**src/common/ice_settings.svh**
```systemverilog
`ifndef ICE_SETTINGS_SVH
`define ICE_SETTINGS_SVH

//////////////////////////////
// Memory sizes
//////////////////////////////

// Code store in bytes, power of two, at least 8 for the demo program
`define ICE_CODE_BYTES 16

`define ICE_XRAM_BYTES 16    // External data RAM in bytes, power of two

//////////////////////////////
// Bus
//////////////////////////////

`define ICE_ADDR_W 16        // Fetch and XRAM address width

`endif

```
**src/common/ice_bus_pkg.sv**
```systemverilog
`include "ice_settings.svh"

package ice_bus_pkg;

   typedef logic [7:0]             byte_t;
   typedef logic [`ICE_ADDR_W-1:0] addr_t;

   // Four code bytes, byte at fetch address in [7:0]
   typedef logic [31:0]            fetch_word_t;

   // Instruction fetch request
   typedef struct packed {
      addr_t   addr;
   } code_req_t;

   // External data request
   typedef struct packed {
      addr_t   addr;
      logic    we;       // 1 = write
      byte_t   wdata;    // Ignored on reads
   } xram_req_t;

endpackage

```
**src/common/ice_dbg_pkg.sv**
```systemverilog
package ice_dbg_pkg;

   // Host debug commands
   typedef enum logic [1:0] {
      DBG_CODE_WR = 2'd0,     // Direct byte store into code memory
      DBG_CODE_RD = 2'd1,     // Low byte of a fetch window
      DBG_XRAM_WR = 2'd2,
      DBG_XRAM_RD = 2'd3
   } dbg_cmd_e;

   // Code writes bypass the arbiter, every other command
   // competes with the CPU for its memory

endpackage

```
**src/logic/bus_arbiter.sv**
```systemverilog
`timescale 1ns/1ns

module bus_arbiter #(
   parameter type REQ_T = logic [15:0],
   parameter type RD_T  = logic [7:0]
) (
   input  logic   i_clk,
   input  logic   i_nrst,
   // Master 0
   input  logic   i_m0_stb,
   input  REQ_T   i_m0_req,
   output logic   o_m0_ack,
   output RD_T    o_m0_rdata,
   // Master 1
   input  logic   i_m1_stb,
   input  REQ_T   i_m1_req,
   output logic   o_m1_ack,
   output RD_T    o_m1_rdata,
   // Slave
   output logic   o_s_stb,
   output REQ_T   o_s_req,
   input  logic   i_s_ack,
   input  RD_T    i_s_rdata
);

   logic busy_q;     // An access is owned by grant_q
   logic grant_q;    // 0 = master 0, 1 = master 1
   logic last_q;     // Master served by the last finished access
   logic pick;

   //////////////////////////////
   // Grant selection
   //////////////////////////////

   // On a tie the master not served last goes first
   always_comb begin
      if (i_m0_stb && i_m1_stb) begin
         pick = ~last_q;
      end else begin
         pick = i_m1_stb;
      end
   end

   always_ff @(posedge i_clk or negedge i_nrst) begin
      if (!i_nrst) begin
         busy_q  <= 1'b0;
         grant_q <= 1'b0;
         last_q  <= 1'b1;           // Master 0 wins the first tie
      end else begin
         if (!busy_q) begin
            if (i_m0_stb || i_m1_stb) begin
               busy_q  <= 1'b1;
               grant_q <= pick;
            end
         end else if (i_s_ack) begin
            busy_q <= 1'b0;         // Free again next cycle
            last_q <= grant_q;
         end
      end
   end

   //////////////////////////////
   // Forward and return paths
   //////////////////////////////

   // Owner keeps its strobe up until ack
   assign o_s_stb = busy_q && (grant_q ? i_m1_stb : i_m0_stb);
   assign o_s_req = grant_q ? i_m1_req : i_m0_req;

   assign o_m0_ack = i_s_ack && busy_q && !grant_q;
   assign o_m1_ack = i_s_ack && busy_q && grant_q;

   // Read data only reaches the owner, and only with its ack
   assign o_m0_rdata = o_m0_ack ? i_s_rdata : RD_T'('0);
   assign o_m1_rdata = o_m1_ack ? i_s_rdata : RD_T'('0);

endmodule

```
**src/code_mem/code_mem.sv**
```systemverilog
`timescale 1ns/1ns
`include "ice_settings.svh"

module code_mem (
   input  logic                      i_clk,
   input  logic                      i_nrst,
   // Fetch slave
   input  logic                      i_stb,
   input  ice_bus_pkg::code_req_t    i_req,
   output logic                      o_ack,
   output ice_bus_pkg::fetch_word_t  o_rdata,
   // Host write port
   input  logic                      i_wr,
   input  ice_bus_pkg::addr_t        i_wr_addr,
   input  ice_bus_pkg::byte_t        i_wr_data
);

   localparam int AW = $clog2(`ICE_CODE_BYTES);

   ice_bus_pkg::byte_t        mem [`ICE_CODE_BYTES];
   logic [AW-1:0]             base;
   ice_bus_pkg::fetch_word_t  window;
   logic                      start;

   // Reset image: inc A / mov DPTR,#0 / movx @DPTR,A / sjmp back
   function automatic ice_bus_pkg::byte_t demo_byte(input int idx);
      case (idx)
         0:       return 8'h04;   // inc A
         1:       return 8'h90;   // mov DPTR, #imm16
         4:       return 8'hF0;   // movx @DPTR, A
         5:       return 8'h80;   // sjmp
         6:       return 8'hF9;   // Offset -7, back to 0
         default: return 8'h00;
      endcase
   endfunction

   assign start = i_stb && !o_ack;    // One access per strobe
   assign base  = i_req.addr[AW-1:0];

   // Four bytes starting at base, wrapping at the top
   always_comb begin
      for (int k = 0; k < 4; k++) begin
         window[8*k +: 8] = mem[base + AW'(k)];
      end
   end

   //////////////////////////////
   // Storage and ack
   //////////////////////////////

   always_ff @(posedge i_clk or negedge i_nrst) begin
      if (!i_nrst) begin
         for (int i = 0; i < `ICE_CODE_BYTES; i++) begin
            mem[i] <= demo_byte(i);
         end
         o_ack <= 1'b0;
      end else begin
         if (i_wr) begin
            mem[i_wr_addr[AW-1:0]] <= i_wr_data;
         end
         o_ack <= start;
      end
   end

   // Fetch word, valid with ack
   always_ff @(posedge i_clk) begin
      if (start) begin
         o_rdata <= window;
      end
   end

endmodule

```
**src/xram/xram.sv**
```systemverilog
`timescale 1ns/1ns
`include "ice_settings.svh"

module xram (
   input  logic                      i_clk,
   input  logic                      i_nrst,
   input  logic                      i_stb,
   input  ice_bus_pkg::xram_req_t    i_req,
   output logic                      o_ack,
   output ice_bus_pkg::byte_t        o_rdata,
   output logic [4:0]                o_led
);

   localparam int AW = $clog2(`ICE_XRAM_BYTES);

   ice_bus_pkg::byte_t  mem [`ICE_XRAM_BYTES];
   logic [AW-1:0]       addr;
   logic                start;

   assign addr  = i_req.addr[AW-1:0];   // Wraps at the top
   assign start = i_stb && !o_ack;

   //////////////////////////////
   // Access
   //////////////////////////////

   // Read data stays zero outside a read ack
   always_ff @(posedge i_clk or negedge i_nrst) begin
      if (!i_nrst) begin
         for (int i = 0; i < `ICE_XRAM_BYTES; i++) begin
            mem[i] <= 8'h00;
         end
         o_ack   <= 1'b0;
         o_rdata <= 8'h00;
      end else begin
         if (start) begin
            if (i_req.we) begin
               mem[addr] <= i_req.wdata;
               o_rdata   <= 8'h00;
            end else begin
               o_rdata   <= mem[addr];
            end
            o_ack <= 1'b1;
         end else begin
            o_ack   <= 1'b0;
            o_rdata <= 8'h00;
         end
      end
   end

   // Board LEDs mirror byte 0
   assign o_led = mem[0][4:0];

endmodule

```
**src/logic/dbg_host_port.sv**
```systemverilog
`timescale 1ns/1ns

module dbg_host_port (
   input  logic                      i_clk,
   input  logic                      i_nrst,
   // Host side
   input  logic                      i_dbg_valid,
   input  ice_dbg_pkg::dbg_cmd_e     i_dbg_cmd,
   input  ice_bus_pkg::addr_t        i_dbg_addr,
   input  ice_bus_pkg::byte_t        i_dbg_wdata,
   output logic                      o_dbg_busy,
   output logic                      o_dbg_rvalid,
   output ice_bus_pkg::byte_t        o_dbg_rdata,
   // Code arbiter, master 1
   output logic                      o_code_stb,
   output ice_bus_pkg::code_req_t    o_code_req,
   input  logic                      i_code_ack,
   input  ice_bus_pkg::fetch_word_t  i_code_rdata,
   // Direct code write
   output logic                      o_code_wr,
   output ice_bus_pkg::addr_t        o_code_wr_addr,
   output ice_bus_pkg::byte_t        o_code_wr_data,
   // XRAM arbiter, master 1
   output logic                      o_xram_stb,
   output ice_bus_pkg::xram_req_t    o_xram_req,
   input  logic                      i_xram_ack,
   input  ice_bus_pkg::byte_t        i_xram_rdata
);

   typedef enum logic [1:0] {
      S_IDLE,
      S_CODE_WR,
      S_CODE_RD,
      S_XRAM
   } state_e;

   state_e                 state;
   ice_dbg_pkg::dbg_cmd_e  cmd_q;
   ice_bus_pkg::addr_t     addr_q;
   ice_bus_pkg::byte_t     wdata_q;
   logic                   accept;
   logic                   xram_rd;

   assign accept  = i_dbg_valid && (state == S_IDLE);   // Dropped while busy
   assign xram_rd = (cmd_q == ice_dbg_pkg::DBG_XRAM_RD);

   // Command latch
   always_ff @(posedge i_clk) begin
      if (accept) begin
         cmd_q   <= i_dbg_cmd;
         addr_q  <= i_dbg_addr;
         wdata_q <= i_dbg_wdata;
      end
   end

   //////////////////////////////
   // Command FSM
   //////////////////////////////

   always_ff @(posedge i_clk or negedge i_nrst) begin
      if (!i_nrst) begin
         state        <= S_IDLE;
         o_dbg_rvalid <= 1'b0;
      end else begin
         o_dbg_rvalid <= 1'b0;
         case (state)
            S_IDLE: begin
               if (accept) begin
                  case (i_dbg_cmd)
                     ice_dbg_pkg::DBG_CODE_WR: state <= S_CODE_WR;
                     ice_dbg_pkg::DBG_CODE_RD: state <= S_CODE_RD;
                     default:                  state <= S_XRAM;
                  endcase
               end
            end
            S_CODE_WR: state <= S_IDLE;           // Byte lands on this edge
            S_CODE_RD: begin
               if (i_code_ack) begin
                  state        <= S_IDLE;
                  o_dbg_rvalid <= 1'b1;
               end
            end
            S_XRAM: begin
               if (i_xram_ack) begin
                  state        <= S_IDLE;
                  o_dbg_rvalid <= xram_rd;
               end
            end
            default: state <= S_IDLE;
         endcase
      end
   end

   // Returned byte, code reads keep the fetch address byte
   always_ff @(posedge i_clk) begin
      if (state == S_CODE_RD && i_code_ack) begin
         o_dbg_rdata <= i_code_rdata[7:0];
      end else if (state == S_XRAM && i_xram_ack && xram_rd) begin
         o_dbg_rdata <= i_xram_rdata;
      end
   end

   assign o_dbg_busy     = (state != S_IDLE);
   assign o_code_wr      = (state == S_CODE_WR);
   assign o_code_wr_addr = addr_q;
   assign o_code_wr_data = wdata_q;
   assign o_code_stb     = (state == S_CODE_RD);
   assign o_code_req     = ice_bus_pkg::code_req_t'{addr: addr_q};
   assign o_xram_stb     = (state == S_XRAM);
   assign o_xram_req     = ice_bus_pkg::xram_req_t'{addr: addr_q, we: !xram_rd, wdata: wdata_q};

endmodule

```
**src/logic/ice_top.sv**
```systemverilog
`timescale 1ns/1ns

module ice_top (
   input  logic                      i_clk,
   input  logic                      i_nrst,
   // CPU instruction fetch
   input  logic                      i_fetch_stb,
   input  ice_bus_pkg::addr_t        i_fetch_addr,
   output logic                      o_fetch_ack,
   output ice_bus_pkg::fetch_word_t  o_fetch_data,
   // CPU external data
   input  logic                      i_data_stb,
   input  logic                      i_data_we,
   input  ice_bus_pkg::addr_t        i_data_addr,
   input  ice_bus_pkg::byte_t        i_data_wdata,
   output logic                      o_data_ack,
   output ice_bus_pkg::byte_t        o_data_rdata,
   // Host debug
   input  logic                      i_dbg_valid,
   input  ice_dbg_pkg::dbg_cmd_e     i_dbg_cmd,
   input  ice_bus_pkg::addr_t        i_dbg_addr,
   input  ice_bus_pkg::byte_t        i_dbg_wdata,
   output logic                      o_dbg_busy,
   output logic                      o_dbg_rvalid,
   output ice_bus_pkg::byte_t        o_dbg_rdata,
   output logic [4:0]                o_led
);

   ice_bus_pkg::code_req_t    cpu_code_req;
   ice_bus_pkg::xram_req_t    cpu_xram_req;

   logic                      dbg_code_stb, dbg_code_ack, code_wr;
   ice_bus_pkg::code_req_t    dbg_code_req;
   ice_bus_pkg::fetch_word_t  dbg_code_rdata;
   ice_bus_pkg::addr_t        code_wr_addr;
   ice_bus_pkg::byte_t        code_wr_data;
   logic                      dbg_xram_stb, dbg_xram_ack;
   ice_bus_pkg::xram_req_t    dbg_xram_req;
   ice_bus_pkg::byte_t        dbg_xram_rdata;

   logic                      cm_stb, cm_ack, xr_stb, xr_ack;
   ice_bus_pkg::code_req_t    cm_req;
   ice_bus_pkg::fetch_word_t  cm_rdata;
   ice_bus_pkg::xram_req_t    xr_req;
   ice_bus_pkg::byte_t        xr_rdata;

   assign cpu_code_req = ice_bus_pkg::code_req_t'{addr: i_fetch_addr};
   assign cpu_xram_req = ice_bus_pkg::xram_req_t'{addr: i_data_addr, we: i_data_we,
                                                  wdata: i_data_wdata};

   //////////////////////////////
   // Code path, CPU is master 0
   //////////////////////////////

   bus_arbiter #(
      .REQ_T (ice_bus_pkg::code_req_t),
      .RD_T  (ice_bus_pkg::fetch_word_t)
   ) u_code_arb (
      .i_clk (i_clk), .i_nrst (i_nrst),
      .i_m0_stb (i_fetch_stb),  .i_m0_req (cpu_code_req),
      .o_m0_ack (o_fetch_ack),  .o_m0_rdata (o_fetch_data),
      .i_m1_stb (dbg_code_stb), .i_m1_req (dbg_code_req),
      .o_m1_ack (dbg_code_ack), .o_m1_rdata (dbg_code_rdata),
      .o_s_stb (cm_stb), .o_s_req (cm_req), .i_s_ack (cm_ack), .i_s_rdata (cm_rdata)
   );

   code_mem u_code_mem (
      .i_clk (i_clk), .i_nrst (i_nrst),
      .i_stb (cm_stb), .i_req (cm_req), .o_ack (cm_ack), .o_rdata (cm_rdata),
      .i_wr (code_wr), .i_wr_addr (code_wr_addr), .i_wr_data (code_wr_data)
   );

   //////////////////////////////
   // XRAM path
   //////////////////////////////

   bus_arbiter #(
      .REQ_T (ice_bus_pkg::xram_req_t),
      .RD_T  (ice_bus_pkg::byte_t)
   ) u_xram_arb (
      .i_clk (i_clk), .i_nrst (i_nrst),
      .i_m0_stb (i_data_stb),   .i_m0_req (cpu_xram_req),
      .o_m0_ack (o_data_ack),   .o_m0_rdata (o_data_rdata),
      .i_m1_stb (dbg_xram_stb), .i_m1_req (dbg_xram_req),
      .o_m1_ack (dbg_xram_ack), .o_m1_rdata (dbg_xram_rdata),
      .o_s_stb (xr_stb), .o_s_req (xr_req), .i_s_ack (xr_ack), .i_s_rdata (xr_rdata)
   );

   xram u_xram (
      .i_clk (i_clk), .i_nrst (i_nrst),
      .i_stb (xr_stb), .i_req (xr_req), .o_ack (xr_ack), .o_rdata (xr_rdata),
      .o_led (o_led)
   );

   dbg_host_port u_dbg (
      .i_clk (i_clk), .i_nrst (i_nrst),
      .i_dbg_valid (i_dbg_valid), .i_dbg_cmd (i_dbg_cmd),
      .i_dbg_addr (i_dbg_addr), .i_dbg_wdata (i_dbg_wdata),
      .o_dbg_busy (o_dbg_busy), .o_dbg_rvalid (o_dbg_rvalid), .o_dbg_rdata (o_dbg_rdata),
      .o_code_stb (dbg_code_stb), .o_code_req (dbg_code_req),
      .i_code_ack (dbg_code_ack), .i_code_rdata (dbg_code_rdata),
      .o_code_wr (code_wr), .o_code_wr_addr (code_wr_addr), .o_code_wr_data (code_wr_data),
      .o_xram_stb (dbg_xram_stb), .o_xram_req (dbg_xram_req),
      .i_xram_ack (dbg_xram_ack), .i_xram_rdata (dbg_xram_rdata)
   );

endmodule

```
**config.mk**
```make
export PLATFORM = sky130hd
export DESIGN_NAME = ice_top
export DESIGN_NICKNAME = d
export VERILOG_FILES = /design/src/common/ice_bus_pkg.sv /design/src/common/ice_dbg_pkg.sv /design/src/logic/bus_arbiter.sv /design/src/code_mem/code_mem.sv /design/src/xram/xram.sv /design/src/logic/dbg_host_port.sv /design/src/logic/ice_top.sv
export VERILOG_INCLUDE_DIRS = /design/src /design/src/common
export SDC_FILE = /design/constraint.sdc
export NUM_CORES = 1
export LEC_CHECK = 0
export BUFFER_PORTS_ARGS = -buffer_cell sky130_fd_sc_hd__buf_2
export CAP_MARGIN = 20
export CELL_PAD_IN_SITES_DETAIL_PLACEMENT = 1
export CELL_PAD_IN_SITES_GLOBAL_PLACEMENT = 2
export CORE_MARGIN = 2
export CORE_UTILIZATION = 46
export CTS_BUF_LIST = sky130_fd_sc_hd__clkbuf_4
export CTS_CLUSTER_SIZE = 30
export DETAILED_ROUTE_END_ITERATION = 12
export GPL_TIMING_DRIVEN = 0
export MAX_ROUTING_LAYER = met4
export PLACE_DENSITY = 0.81
export SKIP_LAST_GASP = 1
export SLEW_MARGIN = 20
export SYNTH_ARGS = -nofsm -noshare
export SYNTH_HDL_FRONTEND = slang
export SYNTH_HIERARCHICAL = 1
export SYNTH_SLANG_ARGS = --single-unit
```
**constraint.sdc**
```tcl
create_clock -name i_clk -period 4.3 [get_ports i_clk]
set_input_delay 1.29 -clock i_clk [delete_from_list [all_inputs] [get_ports i_clk]]
set_output_delay 1.29 -clock i_clk [all_outputs]
set_load 0.02 [all_outputs]
```
==> results of run 1 <==
repair_timing:
| action | in CTS | in global routing |
|---|---|---|
| endpoints found under the setup margin | 19 | 7 |
| resized for setup | 4 | 2 |
| endpoints found under the hold margin | 0 | 0 |
area by class of cell:
cell class | count | share of cell area (%)
Multi-Input combinational cell | 780 | 43.75
Sequential cell | 329 | 40.81
Clock buffer | 151 | 5.427
Buffer | 111 | 3.415
Tap cell | 525 | 3.145
Timing Repair Buffer | 98 | 2.846
Clock inverter | 15 | 0.3894
Inverter | 8 | 0.1558
Antenna cell | 5 | 0.05991
path summary, 6_finish.rpt:
| path | slack (ns) | cells after the start | to |
|---|---|---|---|
| setup reg to reg | 0.18 | 11 | u_code_mem/o_rdata[23] |
| hold / removal | 0.47 | 1 | u_code_mem/mem[110] |
| max in group asynchronous | 2.40 | 3 | u_xram_arb/last_q |
| min in group i_clk | 0.50 | 1 | u_xram/mem[51] |
| hold reg to reg | 0.50 | 1 | u_xram/mem[51] |
| setup / recovery | 0.18 | 11 | u_code_mem/o_rdata[23] |
worst register-to-register path: stages, from the launching register on:
cell and delay, ns:
dfrtp_1 0.41, buf_2 0.19, mux2_2 0.30, buf_2 0.36, buf_4 0.44, inv_1 0.13
ha_1 0.31, clkbuf_1 0.62, mux4_2 0.40, and2_1 0.17, a211oi_1 0.41, a21oi_1 0.09
where the power goes:
part	switching, W	internal (W)	total [W]
Clock	0.00138	0.00158	0.00296
Sequential	0.00118	0.00457	0.00575
Combinational	0.00371	0.00350	0.00721
cell usage in the layout, fill, tap and decap left out, types with 7 or more instances in the layout:
cell type / n
nor2_1: 9
nand2b_1: 8
o22ai_1: 28
nand3b_1: 11
mux4_2: 138
buf_4: 28
mux2_1: 34
nand2_1: 14
nand4_1: 8
nand3_2: 8
buf_6: 19
inv_1: 7
and2_1: 60
or4_1: 7
mux2i_1: 96
edfxtp_1: 54
a21oi_1: 7
clkbuf_4: 151
clkbuf_1: 28
mux2_2: 247
dfrtp_1: 259
clkinv_1: 8
nor2_2: 9
nand3_1: 30
dfstp_2: 16
nor2b_1: 8
buf_2: 117
flip-flops by register name, summed over array words and instances, names as in the netlist, 2 cells and up:
signal                count
u_dbg/o_code_wr_data      8
u_code_mem/mem          128
u_xram/o_led              5
u_dbg/cmd_q               2
u_dbg/o_code_req          4
u_code_mem/o_rdata       32
u_dbg/o_dbg_rdata         8
u_dbg/state               2
u_xram/o_rdata            8
u_xram/mem              123
per-layer routing:
layer  up-vias  GRT usage [%]
li1       5174              -
met1      6711          42.14
met2       586          42.76
met3       130          7.494
met4         0          11.34
met5         -              -
through the flow:
step	setup slack (ns)	std cells	cell area, um^2	setup TNS (ns)	total power, W
after floorplan	0.3444	1229	18370	0	0.01042
after global placement	-3.159	1846	19490	-861.40	0.01257
after detailed placement	-1.013	1852	19650	-19.43	0.01288
after CTS	0.03194	2017	20870	0	0.01589
after global routing	0.06222	2020	20880	0	0.01666
final	0.1775	2022	20890	0	0.01593
==> results.json, run 1 <==
{
  "htree_levels": 3,
  "cts.sinks": 329,
  "startpoint": "u_code_arb/grant_q",
  "wl_met2_mm": 26.10,
  "num_rows": 73,
  "clk_latency_ns": 0.82,
  "timing.rr.start": "u_code_arb/grant_q",
  "synthToLayoutAreaGrowth_pct": 13.70,
  "worst_path_largest_cell_delay_ns": 0.62,
  "fin_crit_ns": 4.123,
  "skew_ns": 0.03834,
  "hpwl_mm": 40.48,
  "die_y_um": 203.8,
  "cp.arrival_ns": 4.62,
  "required_ns": 4.80,
  "viasPerCell": 6.232,
  "rsz0062_at_grt": "false",
  "first_iter_violations": 1203,
  "cts_tree": "done",
  "finalSetupViolations": 0,
  "cts_root_buf": "clkbuf_4",
  "numCtsBuffers": 90,
  "cts.clk_slew.worst_paths_ns": 0.06,
  "drive_gt1_share_pct": 52.21,
  "final_util_pct": 52.81,
  "p_per_area_nw_per_um2": 762.5,
  "gr-usage-all-layers_pct": 30.20,
  "drc_errors": 0,
  "maxCapViolCount": 0,
  "hp-class": "in2async",
  "wl_met1_mm": 26.19,
  "place_congestion": 0.9093,
  "grt_pass1_vias": 13100,
  "ys_warn_count": 6,
  "wl_met3_mm": 5.136,
  "clock.fmax_mhz": 242.6,
  "status": "completed",
  "design.core.area_um2": 39550,
  "grt_max_degree": 95,
  "firstDrtPassIters": 5,
  "finalMaxSlewViolations": 0,
  "postCtsHoldBufs": 0,
  "grt_pass1_wl_mm": 87.76,
  "die_w_um": 203.8,
  "vias": 12600,
  "min_period_over_period_pct": 95.87,
  "worstPathMaxFanout": 19,
  "wl_mm": 59.53,
  "io_pins": 129,
  "synthesis.nets": 1305,
  "hold_viol": 0,
  "start_kind": "flip-flop",
  "tightest_slew_ns": 1.096,
  "grt_overflow": 0,
  "portBuffers": 92,
  "ant_nets": 0,
  "holdWs_ns": 0.4686,
  "path_class": "reg2reg",
  "endpoint_kind": "flip-flop",
  "die-area_um2": 41550,
  "syn_inst": 1229,
  "crit_path_frequent_cell": "buf_2",
  "cpMaxStageDelayCell": "clkbuf_1",
  "top_layer": "met4",
  "avgSynthCellArea_um2": 14.95,
  "nNetsFinal": 1494,
  "cts_setup_buffers": 0,
  "wl_per_cell_um": 29.44,
  "start_util_pct": 46.45,
  "ff_latch_area_um2": 8523,
  "path_buf_inv": 5,
  "critPathTopFamily": "buffers and inverters",
  "antenna_found_initial": 3,
  "syn_area_um2": 18370,
  "fillers": 3910,
  "path_cells": "buf_2 > mux2_2 > buf_2 > buf_4 > inv_1 > ha_1 > clkbuf_1 > mux4_2 > and2_1 > a211oi_1 > a21oi_1",
  "clk_path_buf_depth": 3,
  "relSlewSlack_pct": 26.71,
  "power_leakage_nw": 9.352,
  "ir_worst_vdd_v": 0.0003319,
  "multi_input_area_um2": 9139
}
(Power assumes the default switching activity.)
==> run 2, diff against run 1 <==
==> constraint.sdc (replaced) <==
create_clock -name i_clk -period 5.3 [get_ports i_clk]
set_input_delay 1.59 -clock i_clk [delete_from_list [all_inputs] [get_ports i_clk]]
set_output_delay 1.59 -clock i_clk [all_outputs]
set_load 0.02 [all_outputs]
==> run 2 against run 1 <==
Net effect: register-to-register slack improved by 0.49 ns; setup slack improved by 0.27 ns; sequential share of layout area barely moved; core utilization barely moved; die area did not move; first-iteration DRC count rose by 8.4%; final area barely moved; global-route usage rose by 0.061 points; critical path depth rose by 2; via count fell by 0.83%; clock power fell by 19%; sequential power fell by 19%; critical path type is now in2reg; critical endpoint is now u_code_mem/o_rdata[15].
==> results.json, run 2 (synthesized netlist as in run 1, its figures left out) <==
{
  "status": "completed",
  "start_util_pct": 46.45,
  "ir_worst_vdd_v": 0.0002650,
  "tightest_slew_ns": 1.138,
  "relSlewSlack_pct": 24.10,
  "netSwitchingFraction_pct": 39.34,
  "endpoint_kind": "flip-flop",
  "reg2reg_depth": 13,
  "die-area_um2": 41550,
  "finalSetupViolations": 0,
  "cp.arrival_ns": 5.36,
  "cpMaxStageDelayCell": "or4_1",
  "wl_mm": 59.54,
  "firstDrtPassIters": 5,
  "grt_pass1_vias": 13120,
  "viasPerCell": 6.181,
  "largestRegisters": "u_code_mem/mem x128, u_xram/mem x123, u_code_mem/o_rdata x32",
  "io_pins": 129,
  "clk_path_buf_depth": 3,
  "antenna_found_initial": 3,
  "gr-usage-all-layers_pct": 30.27,
  "finalPower_w": 0.01291,
  "grt_overflow": 0,
  "clock.fmax_mhz": 205.9,
  "path_cells": "buf_2 > mux2_2 > buf_2 > buf_2 > buf_2 > inv_1 > ha_1 > buf_2 > inv_2 > or3_1 > clkbuf_2 > o22ai_1 > or4_1",
  "cts_root_buf": "clkbuf_4",
  "dp_cells": 1852,
  "layout_common_cells": "dfrtp_1 (259), mux2_2 (247), clkbuf_4 (151)",
  "vias": 12500,
  "cts.clk_slew.worst_paths_ns": 0.06,
  "worst_path_largest_cell_delay_ns": 0.62,
  "grt_max_degree": 95,
  "skew_ns": 0.04196,
  "maxCapViolCount": 0,
  "hold_viol": 0,
  "cts_tree": "done",
  "htree_levels": 3,
  "wl_per_cell_um": 29.45,
  "hp-class": "reg2reg",
  "portBuffers": 92,
  "largest_register_ff_count": 128,
  "synthToLayoutAreaGrowth_pct": 13.66,
  "ant_nets": 0,
  "top_register": "u_code_mem/mem",
  "required_ns": 5.80,
  "die_y_um": 203.8,
  "nNetsFinal": 1495,
  "fin_crit_ns": 4.856,
  "die_w_um": 203.8,
  "power_leakage_nw": 9.349,
  "design.core.area_um2": 39550,
  "start_kind": "primary input",
  "path_class": "in2reg",
  "worstPathMaxFanout": 10,
  "first_iter_violations": 1304,
  "drc_errors": 0,
  "hold_depth": 1,
  "p_switching_w": 0.005080,
  "postCtsHoldBufs": 0,
  "cts_resized": 0,
  "placed_cell_area_um2": 19650,
  "num_rows": 73,
  "place_congestion": 0.9093,
  "min_period_over_period_pct": 91.63,
  "cts.sinks": 329,
  "postLayoutCellArea_um2": 20880,
  "power.share.clock_pct": 18.6,
  "p_seq_share_pct": 36.2,
  "clk_latency_ns": 0.82,
  "p_per_area_nw_per_um2": 618.5,
  "power.share.combinational_pct": 45.2,
  "crit_path_frequent_cell": "buf_2",
  "finalMaxSlewViolations": 0,
  "numCtsBuffers": 90,
  "drive_gt1_share_pct": 52.04,
  "intPower_w": 0.007834,
  "grt_pass1_wl_mm": 87.94,
  "rsz0062_at_grt": "false",
  "final_common_cell": "dfrtp_1",
  "cts_setup_buffers": 0,
  "fin_cells": 2022,
  "hpwl_mm": 40.48
}
==> run 2: changes by cell type in the layout (fill, tap and decap cells not counted) <==
cell      delta
buf_2        +2
inv_4        -1
buf_4        -1
nand2b_1     +1
inv_2        +1
clkbuf_2     -2
diode_2      -1
nand2b_2     -1
clkbuf_1     +1
buf_1        +1
==> run 2: critical path: cells and delay by family <==
kind / cells / cell delay, ns
adders and majority gates: 1 / 0.29
buffers and inverters: 8 / 2.27
AOI/OAI and AO/OA: 1 / 0.18
muxes: 1 / 0.21
and+or+nand+nor: 2 / 0.79
==> run 2: path summary, 6_finish.rpt <==
check / slack (ns) / to / startpoint
min in group asynchronous: 0.77 / u_code_mem/mem[110] / i_nrst
worst max-delay path: 0.44 / u_code_mem/o_rdata[15] / i_fetch_addr[1]
worst max register to register: 0.67 / u_code_mem/o_rdata[15] / u_code_arb/grant_q
worst min register to register: 0.50 / u_xram/mem[82] / u_xram/mem[82]
max in group asynchronous: 3.11 / u_xram_arb/last_q / i_nrst
worst min-delay path: 0.50 / u_xram/mem[82] / u_xram/mem[82]
==> run 2: stage by stage <==
stage	hold WS (ns)	utilization (%)	setup slack (ns)	TNS, ns
finish	0.5007	52.79	0.4436	0
global route	0.5166	52.79	0.4266	0
CTS	0.5052	52.76	0.5271	0
detailed placement	0.4907	49.69	-0.3131	-3.753
global placement	0.4813	49.27	-2.459	-644.04
floorplan	0.4741	-	1.044	0
==> run 2: power groups by stage <==
stage	logic, W	registers [W]	clock network, W
final	0.00584	0.00467	0.00240
after global routing	0.00610	0.00480	0.00262
after CTS	0.00579	0.00463	0.00248
after detailed placement	0.00578	0.00467	0
after global placement	0.00559	0.00461	0
after floorplan	0.00416	0.00429	0
==> run 2: cell type report <==
type / count / area [um^2]
Fill cell: 3914 / 18670
Multi-Input combinational cell: 780 / 9136
Sequential cell: 329 / 8523
Clock buffer: 151 / 1134
Buffer: 112 / 713.2
Tap cell: 525 / 656.9
Timing Repair Buffer: 98 / 594.3
Clock inverter: 15 / 81.33
Inverter: 8 / 30.03
Antenna cell: 4 / 10.01
==> run 2: routing by layer <==
layer	global-route usage (%)	vias up	part of all wire, %
met4	11.03	0	3.4
met1	42.32	6658	44
met3	7.350	124	8.2
met5	-	-	0
li1	-	5167	-
met2	43.02	548	44
==> run 3, diff against run 2 <==
--- a/config.mk
+++ b/config.mk
@@ -6,21 +6,23 @@
 export SDC_FILE = /design/constraint.sdc
 export NUM_CORES = 1
 export LEC_CHECK = 0
+export ABC_AREA = 1
 export BUFFER_PORTS_ARGS = -buffer_cell sky130_fd_sc_hd__buf_2
 export CAP_MARGIN = 20
 export CELL_PAD_IN_SITES_DETAIL_PLACEMENT = 1
 export CELL_PAD_IN_SITES_GLOBAL_PLACEMENT = 2
 export CORE_MARGIN = 2
-export CORE_UTILIZATION = 46
+export CORE_UTILIZATION = 40
 export CTS_BUF_LIST = sky130_fd_sc_hd__clkbuf_4
 export CTS_CLUSTER_SIZE = 30
 export DETAILED_ROUTE_END_ITERATION = 12
 export GPL_TIMING_DRIVEN = 0
 export MAX_ROUTING_LAYER = met4
-export PLACE_DENSITY = 0.81
+export PLACE_DENSITY = 0.87
 export SKIP_LAST_GASP = 1
 export SLEW_MARGIN = 20
 export SYNTH_ARGS = -nofsm -noshare
 export SYNTH_HDL_FRONTEND = slang
 export SYNTH_HIERARCHICAL = 1
 export SYNTH_SLANG_ARGS = --single-unit
+export TNS_END_PERCENT = 100
==> run 3 against run 2 <==
Net effect: setup slack better by 0.74 ns; wire length is 39% higher; clock power hardly changed; power is 13% higher; largest power group unchanged; maximum frequency is 18% higher; sequential share of layout area is 0.21 points lower.
==> results.json, run 3 <==
{
  "syn_inst": 2518,
  "cpMaxStageDelayCell": "clkbuf_1",
  "ant_nets": 0,
  "worst_path_largest_cell_delay_ns": 0.66,
  "die-area_um2": 47770,
  "fillers": 5828,
  "maxCapViolCount": 0,
  "clk_latency_ns": 0.89,
  "start_kind": "primary input",
  "drc_errors": 0,
  "synthesis.nets": 2594,
  "viasPerCell": 5.542,
  "cts_root_buf": "clkbuf_4",
  "power.share.combinational_pct": 52.1,
  "place_ws_ns": 0.4510,
  "cts.clk_slew.worst_paths_ns": 0.07,
  "cts_tree": "done",
  "min_period_over_period_pct": 77.75,
  "cts_setup_buffers": 0,
  "clock.fmax_mhz": 242.7,
  "fin_crit_ns": 4.121,
  "netSwitchingFraction_pct": 51.65,
  "reg2reg_depth": 14,
  "clk_path_buf_depth": 3,
  "first_iter_violations": 1449,
  "die_y_um": 218.6,
  "finalMaxSlewViolations": 0,
  "rsz0062_at_grt": "false",
  "io_pins": 129,
  "power_leakage_nw": 10.60,
  "portBuffers": 92,
  "hold_depth": 2,
  "grt_pass1_wl_mm": 122.4,
  "hp-class": "reg2reg",
  "top_register": "u_code_mem/mem",
  "numCtsBuffers": 93,
  "wl_mm": 82.47,
  "path_class": "in2reg",
  "num_rows": 78,
  "p_per_area_nw_per_um2": 694.2,
  "design.core.area_um2": 45380,
  "hold_viol": 0,
  "intPower_w": 0.007045,
  "cp.arrival_ns": 4.81,
  "grt_max_degree": 96,
  "finalSetupViolations": 0,
  "hpwl_mm": 62.21,
  "die_w_um": 218.6,
  "relSlewSlack_pct": 28.85,
  "final_util_pct": 46.24,
  "nNetsFinal": 2785,
  "fin_ws_ns": 1.179,
  "vias": 18790,
  "p_seq_share_pct": 31.2,
  "ys_warn_count": 6,
  "layout_common_cells": "nand2_1 (1,114), nand3_1 (400), dfrtp_1 (259)",
  "p_switching_w": 0.007524,
  "path_cells": "buf_2 > nand2_1 > nand2_1 > inv_1 > buf_2 > buf_2 > ha_1 > buf_2 > inv_1 > clkbuf_1 > nand3_1 > nand2_1 > nand2_1 > nand2_1",
  "gr-usage-all-layers_pct": 36.29,
  "start_util_pct": 40.58,
  "avgSynthCellArea_um2": 7.314,
  "skew_ns": 0.07134,
  "endpoint_kind": "flip-flop",
  "tightest_slew_ns": 1.064,
  "firstDrtPassIters": 5,
  "place_congestion": 0.9814,
  "antenna_found_initial": 2,
  "largest_register_ff_count": 128,
  "postCtsHoldBufs": 0,
  "crit_path_frequent_cell": "nand2_1",
  "ir_worst_vdd_v": 0.0003086,
  "cts.sinks": 329,
  "cts_resized": 0,
  "grt_overflow": 0,
  "grt_pass1_vias": 19560,
  "power.share.clock_pct": 16.7,
  "wl_per_cell_um": 24.32,
  "drive_gt1_share_pct": 17.01,
  "required_ns": 5.99,
  "htree_levels": 3,
  "syn_area_um2": 18420,
  "synthToLayoutAreaGrowth_pct": 13.95,
  "status": "completed",
  "final_common_cell": "nand2_1",
  "worstPathMaxFanout": 11,
  "largestRegisters": "u_code_mem/mem x128, u_xram/mem x123, u_code_mem/o_rdata x32"
}
[run 3: path summary, 6_finish.rpt]
path                                     endpoint               start  slack, ns
setup / recovery           u_code_mem/o_rdata[20]     i_fetch_addr[1]       1.18
hold / removal                     u_xram/mem[32]      u_xram/mem[32]       0.48
setup reg to reg           u_code_mem/o_rdata[20]  u_code_arb/grant_q       1.43
hold reg to reg                    u_xram/mem[32]      u_xram/mem[32]       0.48
max in group asynchronous      u_code_mem/mem[87]              i_nrst       3.14
min in group asynchronous      u_xram_arb/grant_q              i_nrst       0.49
[run 3: metrics by stage]
| step | TNS [ns] | hold WS [ns] | area [um^2] | total power, W | cells |
|---|---|---|---|---|---|
| 2_1_floorplan | 0 | 0.4479 | 18420 | 0.008845 | 2518 |
| 3_3_place_gp | -652.10 | 0.4621 | 19630 | 0.01175 | 3210 |
| 3_5_place_dp | 0 | 0.4693 | 19750 | 0.01199 | 3214 |
| 4_1_cts | 0 | 0.4351 | 20970 | 0.01449 | 3386 |
| 5_1_grt | 0 | 0.4049 | 20990 | 0.01548 | 3391 |
| 6_report | 0 | 0.4842 | 20990 | 0.01457 | 3391 |
[run 3: area by class of cell]
| class | instances | area (um^2) | area share [%] |
|---|---|---|---|
| repair buffers | 96 | 573.1 | 2.731 |
| diodes | 5 | 12.51 | 0.05962 |
| inverters | 100 | 380.4 | 1.813 |
| multi-input cells | 1918 | 8494 | 40.48 |
| clock buffers | 140 | 1051 | 5.008 |
| clock inverters | 32 | 171.4 | 0.8168 |
| well taps | 600 | 750.7 | 3.577 |
| plain buffers | 171 | 1028 | 4.901 |
| flip-flops and latches | 329 | 8523 | 40.62 |
[run 3: metal layers]
| layer | up-vias | GRT usage (%) | share of wire [%] |
|---|---|---|---|
| li1 | 8586 | - | - |
| met3 | 256 | 5.150 | 4.1 |
| met5 | - | - | 0 |
| met1 | 9301 | 41.01 | 40 |
| met2 | 650 | 59.34 | 48 |
| met4 | 0 | 25.44 | 8.2 |
[run 3: critical path, delay by kind of cell]
family / cells / cell delay (ns)
adder cells (fa/ha/maj): 1 / 0.30
buffers and inverters: 7 / 2.06
AND/OR/NAND/NOR: 6 / 0.85
[run 3: power groups by stage]
stage | Sequential [W] | Clock (W) | Combinational, W
after floorplan | 0.00420 | 0 | 0.00464
after global placement | 0.00455 | 0 | 0.00719
after detailed placement | 0.00457 | 0 | 0.00742
after CTS | 0.00454 | 0.00250 | 0.00745
after global routing | 0.00464 | 0.00263 | 0.00820
final | 0.00455 | 0.00243 | 0.00759
